$ cat src/reflet_pkg.sv
`default_nettype none

package reflet_pkg;

    // high nibble of an instruction, the low nibble is the register argument
    // row 0 holds the argument-free codes, so the inversion lives there as a
    // full-byte code and not as its own opcode
    typedef enum logic [3:0] {
        slp    = 4'h0,
        set    = 4'h1,
        read   = 4'h2,
        cpy    = 4'h3,
        add    = 4'h4,
        sub    = 4'h5,
        and_op = 4'h6,
        or_op  = 4'h7,
        xor_op = 4'h8,
        eq     = 4'h9,
        less   = 4'hA,
        load   = 4'hB,
        store  = 4'hC,
        push   = 4'hD,
        pop    = 4'hE,
        jif    = 4'hF
    } opcode_t;

    // full-byte codes in the slp row, any other slp byte does nothing
    localparam logic [7:0] inst_not   = 8'h01;
    localparam logic [7:0] inst_debug = 8'h0E;
    localparam logic [7:0] inst_quit  = 8'h0F;

    // fixed register roles
    localparam logic [3:0] wr_id = 4'd0;
    localparam logic [3:0] sr_id = 4'd1;
    localparam logic [3:0] sp_id = 4'd2;
    localparam logic [3:0] pc_id = 4'd3;

    // cut down to the word size where it is used
    localparam logic [31:0] sp_reset = 32'h0000_00F0;

    // instruction sequencer
    typedef enum logic [2:0] {
        fetch,
        decode,
        access,
        access_wait,
        retire,
        halted
    } cpu_state_t;

    // what the stack pointer does when an instruction retires
    typedef enum logic [1:0] {
        sp_hold,
        sp_inc,
        sp_dec
    } sp_step_t;

endpackage

`default_nettype wire

$ cat src/reflet_result_if.sv
`timescale 1ns/1ps
`default_nettype none

// one unit's proposed register file update for the current instruction
interface reflet_result_if #(
    parameter int wordsize = 16
);
    logic [3:0]           index;
    logic [wordsize-1:0]  content;
    logic                 write;
    reflet_pkg::sp_step_t sp_step;
    // jump request, taken only when status bit 0 is set
    logic                 pc_load;

    modport unit (output index, output content, output write, output sp_step, output pc_load);

    modport regs (input index, input content, input write, input sp_step, input pc_load);

endinterface

`default_nettype wire

$ cat src/reflet_addr.sv
`timescale 1ns/1ps
`default_nettype none

module reflet_addr #(
    parameter int wordsize = 16
)(
    input  logic                clk,
    input  logic                reset,
    input  logic                enable,
    input  logic [wordsize-1:0] working_register,
    input  logic [wordsize-1:0] stack_pointer,
    input  logic [wordsize-1:0] program_counter,
    input  logic [wordsize-1:0] other_register,
    input  logic [wordsize-1:0] data_in,
    output logic [wordsize-1:0] addr,
    output logic [wordsize-1:0] data_out,
    output logic                write_en,
    output logic [7:0]          instruction,
    output logic                retire,
    output logic                quit,
    output logic                debug,
    reflet_result_if.unit       res
);
    reflet_pkg::cpu_state_t state;
    reflet_pkg::cpu_state_t next_state;
    reflet_pkg::opcode_t    opcode;
    reflet_pkg::opcode_t    fetched_op;
    logic [wordsize-1:0]    load_data;

    assign opcode     = reflet_pkg::opcode_t'(instruction[7:4]);
    // memory answers the fetch while in decode
    assign fetched_op = reflet_pkg::opcode_t'(data_in[7:4]);

    assign retire = enable && state == reflet_pkg::retire;

    always_comb
    begin
        next_state = state;
        case (state)
            reflet_pkg::fetch:
                next_state = reflet_pkg::decode;
            reflet_pkg::decode:
                if (fetched_op inside {reflet_pkg::load, reflet_pkg::store,
                                       reflet_pkg::push, reflet_pkg::pop})
                    next_state = reflet_pkg::access;
                else
                    next_state = reflet_pkg::retire;
            reflet_pkg::access:
                // writes finish here, reads need the extra wait cycle
                if (opcode == reflet_pkg::load || opcode == reflet_pkg::pop)
                    next_state = reflet_pkg::access_wait;
                else
                    next_state = reflet_pkg::retire;
            reflet_pkg::access_wait:
                next_state = reflet_pkg::retire;
            reflet_pkg::retire:
                if (instruction == reflet_pkg::inst_quit)
                    next_state = reflet_pkg::halted;
                else
                    next_state = reflet_pkg::fetch;
            default:
                next_state = reflet_pkg::halted;
        endcase
    end

    always_ff @(posedge clk)
    begin
        if (!reset)
        begin
            state       <= reflet_pkg::fetch;
            instruction <= 8'h00;
            quit        <= 1'b0;
            debug       <= 1'b0;
        end
        else
        begin
            // single pulse even if enable drops right after
            debug <= retire && instruction == reflet_pkg::inst_debug;
            if (enable)
            begin
                state <= next_state;
                if (state == reflet_pkg::decode)
                    instruction <= data_in[7:0];
                if (retire && instruction == reflet_pkg::inst_quit)
                    quit <= 1'b1;
            end
        end
    end

    always_ff @(posedge clk)
    begin
        if (enable && state == reflet_pkg::access_wait)
            load_data <= data_in;
    end

    // address stays put through the wait cycle so a stall rereads the same word
    always_comb
    begin
        addr = program_counter;
        if (state == reflet_pkg::access || state == reflet_pkg::access_wait)
        begin
            case (opcode)
                reflet_pkg::push: addr = stack_pointer;
                // pop reads below the current top
                reflet_pkg::pop:  addr = stack_pointer - 1'b1;
                default:          addr = other_register;
            endcase
        end
    end

    assign data_out = (opcode == reflet_pkg::push) ? other_register : working_register;
    assign write_en = enable && state == reflet_pkg::access &&
                      (opcode == reflet_pkg::store || opcode == reflet_pkg::push);

    always_comb
    begin
        res.index   = reflet_pkg::wr_id;
        res.content = load_data;
        res.write   = 1'b0;
        res.sp_step = reflet_pkg::sp_hold;
        res.pc_load = 1'b0;
        case (opcode)
            reflet_pkg::load:
                res.write = 1'b1;
            reflet_pkg::pop:
            begin
                res.index   = instruction[3:0];
                res.write   = 1'b1;
                res.sp_step = reflet_pkg::sp_dec;
            end
            reflet_pkg::push:
                res.sp_step = reflet_pkg::sp_inc;
            reflet_pkg::jif:
            begin
                res.content = other_register;
                res.pc_load = 1'b1;
            end
            default:
                res.write = 1'b0;
        endcase
    end

endmodule

`default_nettype wire

$ cat src/reflet_alu.sv
`timescale 1ns/1ps
`default_nettype none

module reflet_alu #(
    parameter int wordsize = 16
)(
    input  logic [7:0]          instruction,
    input  logic [wordsize-1:0] working_register,
    input  logic [wordsize-1:0] status_register,
    input  logic [wordsize-1:0] other_register,
    reflet_result_if.unit       res
);
    reflet_pkg::opcode_t opcode;
    logic [wordsize-1:0] immediate;

    assign opcode = reflet_pkg::opcode_t'(instruction[7:4]);
    assign immediate = {{(wordsize-4){1'b0}}, instruction[3:0]};

    always_comb
    begin
        // default target is the working register
        res.index   = reflet_pkg::wr_id;
        res.content = working_register;
        res.write   = 1'b0;
        res.sp_step = reflet_pkg::sp_hold;
        res.pc_load = 1'b0;
        if (instruction == reflet_pkg::inst_not)
        begin
            res.content = ~working_register;
            res.write   = 1'b1;
        end
        else
        begin
            res.write = 1'b1;
            case (opcode)
                reflet_pkg::set:    res.content = immediate;
                reflet_pkg::read:   res.content = other_register;
                reflet_pkg::cpy:
                begin
                    res.index   = instruction[3:0];
                    res.content = working_register;
                end
                reflet_pkg::add:    res.content = working_register + other_register;
                reflet_pkg::sub:    res.content = working_register - other_register;
                reflet_pkg::and_op: res.content = working_register & other_register;
                reflet_pkg::or_op:  res.content = working_register | other_register;
                reflet_pkg::xor_op: res.content = working_register ^ other_register;
                // comparisons only touch status bit 0
                reflet_pkg::eq:
                begin
                    res.index   = reflet_pkg::sr_id;
                    res.content = {status_register[wordsize-1:1],
                                   working_register == other_register};
                end
                reflet_pkg::less:
                begin
                    // unsigned compare
                    res.index   = reflet_pkg::sr_id;
                    res.content = {status_register[wordsize-1:1],
                                   working_register < other_register};
                end
                // slp row and the bus opcodes belong to the address unit
                default:            res.write = 1'b0;
            endcase
        end
    end

endmodule

`default_nettype wire

$ cat src/reflet_cpu.sv
`timescale 1ns/1ps
`default_nettype none

module reflet_cpu #(
    parameter int wordsize = 16
)(
    input  logic                clk,
    input  logic                reset,
    input  logic                enable,
    input  logic [wordsize-1:0] data_in,
    output logic [wordsize-1:0] addr,
    output logic [wordsize-1:0] data_out,
    output logic                write_en,
    output logic                quit,
    output logic                debug
);
    logic [7:0]          instruction;
    logic                retire;
    logic [wordsize-1:0] working_register;
    logic [wordsize-1:0] status_register;
    logic [wordsize-1:0] stack_pointer;
    logic [wordsize-1:0] program_counter;
    logic [wordsize-1:0] other_register;

    reflet_result_if #(.wordsize(wordsize)) alu_res ();
    reflet_result_if #(.wordsize(wordsize)) mem_res ();

    reflet_alu #(.wordsize(wordsize)) alu (
        .instruction      (instruction),
        .working_register (working_register),
        .status_register  (status_register),
        .other_register   (other_register),
        .res              (alu_res)
    );

    // sequencer and memory bus
    reflet_addr #(.wordsize(wordsize)) bus_unit (
        .clk              (clk),
        .reset            (reset),
        .enable           (enable),
        .working_register (working_register),
        .stack_pointer    (stack_pointer),
        .program_counter  (program_counter),
        .other_register   (other_register),
        .data_in          (data_in),
        .addr             (addr),
        .data_out         (data_out),
        .write_en         (write_en),
        .instruction      (instruction),
        .retire           (retire),
        .quit             (quit),
        .debug            (debug),
        .res              (mem_res)
    );

    reflet_regs #(.wordsize(wordsize)) reg_file (
        .clk              (clk),
        .reset            (reset),
        .enable           (enable),
        .instruction      (instruction),
        .retire           (retire),
        .alu_res          (alu_res),
        .mem_res          (mem_res),
        .working_register (working_register),
        .status_register  (status_register),
        .stack_pointer    (stack_pointer),
        .program_counter  (program_counter),
        .other_register   (other_register)
    );

endmodule

`default_nettype wire

$ cat src/reflet_regs.sv
`timescale 1ns/1ps
`default_nettype none

module reflet_regs #(
    parameter int wordsize = 16
)(
    input  logic                clk,
    input  logic                reset,
    input  logic                enable,
    input  logic [7:0]          instruction,
    input  logic                retire,
    reflet_result_if.regs       alu_res,
    reflet_result_if.regs       mem_res,
    output logic [wordsize-1:0] working_register,
    output logic [wordsize-1:0] status_register,
    output logic [wordsize-1:0] stack_pointer,
    output logic [wordsize-1:0] program_counter,
    output logic [wordsize-1:0] other_register
);
    logic [wordsize-1:0]  registers [16];
    reflet_pkg::sp_step_t sp_step;
    logic                 pc_load;
    logic                 jump_taken;
    logic [wordsize-1:0]  jump_target;

    assign working_register = registers[reflet_pkg::wr_id];
    assign status_register  = registers[reflet_pkg::sr_id];
    assign stack_pointer    = registers[reflet_pkg::sp_id];
    assign program_counter  = registers[reflet_pkg::pc_id];
    assign other_register   = registers[instruction[3:0]];

    // address unit has priority on the step and jump fields
    assign sp_step = (mem_res.sp_step != reflet_pkg::sp_hold) ? mem_res.sp_step
                                                              : alu_res.sp_step;
    assign pc_load     = mem_res.pc_load | alu_res.pc_load;
    assign jump_target = mem_res.pc_load ? mem_res.content : alu_res.content;
    assign jump_taken  = pc_load && status_register[0];

    always_ff @(posedge clk)
    begin
        if (!reset)
        begin
            for (int i = 0; i < 16; i++)
                registers[i] <= '0;
            registers[reflet_pkg::sp_id] <= reflet_pkg::sp_reset[wordsize-1:0];
        end
        else if (enable && retire)
        begin
            case (sp_step)
                reflet_pkg::sp_inc: registers[reflet_pkg::sp_id] <= stack_pointer + 1'b1;
                reflet_pkg::sp_dec: registers[reflet_pkg::sp_id] <= stack_pointer - 1'b1;
                default:            registers[reflet_pkg::sp_id] <= stack_pointer;
            endcase

            if (jump_taken)
                registers[reflet_pkg::pc_id] <= jump_target;
            else
                registers[reflet_pkg::pc_id] <= program_counter + 1'b1;

            // explicit writes come last so they win over the sp and pc updates
            if (alu_res.write)
                registers[alu_res.index] <= alu_res.content;
            if (mem_res.write)
                registers[mem_res.index] <= mem_res.content;
        end
    end

endmodule

`default_nettype wire

$ cat config.mk
export PLATFORM = sky130hd
export DESIGN_NAME = reflet_cpu
export DESIGN_NICKNAME = d
export VERILOG_FILES = /design/src/reflet_pkg.sv /design/src/reflet_result_if.sv /design/src/reflet_addr.sv /design/src/reflet_alu.sv /design/src/reflet_cpu.sv /design/src/reflet_regs.sv
export SDC_FILE = /design/constraint.sdc
export NUM_CORES = 1
export LEC_CHECK = 0
export ABC_CLOCK_PERIOD_IN_PS = 10100
export BUFFER_PORTS_ARGS = -buffer_cell sky130_fd_sc_hd__buf_2
export CORE_ASPECT_RATIO = 0.6
export CORE_UTILIZATION = 55
export CTS_CLUSTER_SIZE = 25
export DETAILED_ROUTE_END_ITERATION = 16
export PLACE_DENSITY = 0.78
export RECOVER_POWER = 100
export SLEW_MARGIN = 20
export SYNTH_ARGS = -nofsm -noshare
export SYNTH_HDL_FRONTEND = slang
export SYNTH_SLANG_ARGS = --single-unit
$ cat constraint.sdc
create_clock -name clk -period 10.1 [get_ports clk]
set_clock_uncertainty 0.2 [all_clocks]
set_input_delay 2.525 -clock clk [delete_from_list [all_inputs] [get_ports clk]]
set_output_delay 2.525 -clock clk [all_outputs]
set_load 0.05 [all_outputs]
==> run metrics <==
Die W 235.4 um; TritonCTS Sinks 289; Int Pwr 2.098 mW; Clk Tree Root Cell clkbuf_16; post-synthesis net count 1809; initial antenna violation count 3; Sw Pwr 0.9525 mW; Hold Path Depth 2; Top FF cell, synth edfxtp_1; Overflow after GRT 0; gr usage total 38.30%; Placed Cells 2085; global-route wire length before repair 93.12 mm; starting density of the core 56.79%; vias in the first global route 13640; register share of total power 45.9%; Req. time, crit path 10.16 ns; RePlAce Congestion 1.038; fin nets 1785; Synth area leader edfxtp_1; Finish-stage setup viols 0; hold buffers post-CTS 0; I/O Buffers 53; MaxCap Viol Count 7; Post CTS Setup Buffer Count 0; Seq/Total Area, Yosys 47.33%; Hold Slack 0.3212 ns; Synth Warn # 0; DR WL met3 12.59 mm; Worst Setup Path Type flop to flop; total die area 33430 sq um; most frequent cells in the layout nor2_1, edfxtp_1, nand2_1; synthesized area 17980 sq um; Synth-to-Final Area Change 6.369%; final hold vios 0; worst slew margin relative to its limit -154.9%; clock buffers created by TritonCTS 28; VDD IR max 0.1450 mV; Final Power 3.051 mW; top achievable clock speed 114.0 MHz; Leak Pwr 6.793 nW; most common cell after layout, fill and taps aside nor2_1; worst hold start bus_unit.quit; Worst-path clk slew 0.07 ns; CTS tree built; startpoint types flop; I/O pin cnt 54; Final min period 8.775 ns; status finished, violations left; Post-Place Cell Area 18340 sq um; Final TNS setup 0 ns; post-CTS sizing 0; post-route ant nets 0; DR top layer met5; First DRT Iteration DRCs 2969; worst-case clock buffer depth 3; Finished Cell Area 19120 sq um; hold crit path type flop to flop; Crit-path slowest cell clkbuf_1; largest net degree at the start of global routing 60; Worst setup EP type flop; met2 wire length 25.19 mm; Synth area leaders edfxtp_1, mux4_2, nor2_1; Reg2Reg Depth 15; count of different cell masters after synthesis 92; failing checks capacitance limit, slew limit; die height 142.0 um; Pwr Density 159.5 nW/um^2; Mapped Cells 1723; EDFF count, synth 272; Syn Area/Cell 10.43 sq um; vias after detailed routing 15201; final std cells w/o fill 2138; routed wire length 64.76 mm; average wire per standard cell 30.29 um; Slew Viols, Final 188; layout cell share with drive strength beyond 1 10.70%; Final Cycle Share 86.88%; R2R setup slack 1.32 ns; sw frac 31.22%; WP buf/inv 3; part of the power in the clock network 35.4%; row count 50; cells along the critical path clkbuf_1 -> mux4_2 -> mux4_2 -> ha_1 -> inv_1 -> fa_1 -> nor2b_1 -> o21a_1 -> nor3_1 -> o31ai_1 -> a221oi_1 -> o21ai_1 -> a32oi_2 -> clkbuf_1 -> o21ai_0; Skew-Pair Late Insertion Delay 0.59 ns; Gate power share 18.7%; Crit Path Max Fanout 59; asr flop ratio synth 0%; DR pass1 iterations 7; DPL Wire Length 45.43 mm; Tightest Pin Transition 3.823 ns; hold endpoint bus_unit.quit; top cell type's share of synthesized area 45.44%; core box area 31660 sq um; CP peak stage delay 2.68 ns; Residual DRC 0; setup repair after global routing missed its margin false; DR vias/cell 7.110; H-tree depth 1; Arrival @ worst endpoint 8.84 ns; family with the most delay on the worst path buffers and inverters; M1 wire length 25.17 mm; r2r endpoint reg_file.registers[3][10]; Synth Register Bits 289
## flip-flops by register name (all words and copies together) (netlist names), named ones only
| name | count |
|---|---|
| reg_file.registers | 256 |
| bus_unit.instruction | 8 |
| bus_unit.debug | 1 |
| bus_unit.load_data | 16 |
| bus_unit.quit | 1 |
| bus_unit.state | 3 |
## worst reg2reg max path: stages, from the launching register on
cell,delay (ns)
dfxtp_1,0.32
clkbuf_1,2.68
mux4_2,0.83
mux4_2,0.47
ha_1,0.27
inv_1,0.08
fa_1,0.46
nor2b_1,0.19
o21a_1,0.20
nor3_1,0.45
o31ai_1,0.18
a221oi_1,0.35
o21ai_1,0.18
a32oi_2,0.22
clkbuf_1,1.11
o21ai_0,0.27
## worst max path at each step
stage | endpoint | slack (ns) | depth (start not counted)
after floorplan | write_en | 3.28 | 2
after global placement | addr[6] | 3.19 | 7
after global routing | reg_file.registers[3][10] | 1.18 | 15
after detailed placement | addr[4] | 3.16 | 7
after CTS | addr[4] | 2.54 | 7
final | reg_file.registers[3][10] | 1.32 | 15
## cells in the mapped netlist (7+ instances only)
| library cell | n |
|---|---|
| buf_2 | 38 |
| nand4_1 | 9 |
| a21oi_1 | 92 |
| a21o_1 | 10 |
| dfxtp_1 | 17 |
| mux4_2 | 73 |
| xor2_1 | 15 |
| mux2i_1 | 20 |
| a221o_1 | 11 |
| edfxtp_1 | 272 |
| or2_2 | 7 |
| nor3_1 | 60 |
| a22oi_1 | 12 |
| buf_4 | 10 |
| and3_1 | 15 |
| nand2b_1 | 14 |
| ha_1 | 65 |
| nand2_1 | 159 |
| nand3_1 | 39 |
| o31ai_1 | 11 |
| nor2b_1 | 14 |
| nor2_1 | 293 |
| nor4_1 | 8 |
| o211ai_1 | 17 |
| o21ai_0 | 110 |
| o2111ai_1 | 8 |
| a221oi_1 | 11 |
| mux2_2 | 10 |
| inv_1 | 60 |
| xnor2_1 | 9 |
| o221ai_1 | 9 |
| a211oi_1 | 10 |
| clkbuf_1 | 76 |
| o22ai_1 | 9 |
## stage by stage
step / utilization, % / setup WS (ns)
after floorplan: - / 3.285
after global placement: 57.92 / 3.193
after detailed placement: 57.93 / 3.165
after CTS: 60.79 / 2.543
after global routing: 60.39 / 1.178
final: 60.40 / 1.325
## logic make-up (layout without fill, tap and decap cells)
group / after synthesis / in the layout / share of synthesized area, %
flops: 289 / 289 / 47.33
simple gates: 655 / 655 / 16.20
xor+xnor: 24 / 24 / 1.169
compound gates: 384 / 384 / 14.43
other cells: 0 / 2 / 0
mux: 105 / 105 / 11.16
fa+ha+maj: 67 / 67 / 4.747
buf+inv: 199 / 196 / 4.970
## layout make-up
cell class,count,area (sq um)
multi-input cells,1235,8542
flip-flops and latches,289,8512
inverters,63,236.5
clock buffers,32,715.7
fillers,2629,12530
repair buffers,82,397.9
clock inverters,19,191.4
diodes,2,5.005
well taps,416,520.5
## layer usage
metal,vias to the layer above,GRT usage [%]
li1,6354,-
met1,7299,56.37
met2,1400,50.84
met3,146,17.26
met4,2,9.116
met5,-,0
## power groups by stage
stage	clock network, mW	logic, mW	registers [mW]
global placement	0	0.540	1.42
CTS	1.07	0.546	1.40
global route	1.11	0.587	1.40
detailed placement	0	0.544	1.42
floorplan	0	0.375	1.39
finish	1.08	0.569	1.40
(Power assumes the default switching activity.)
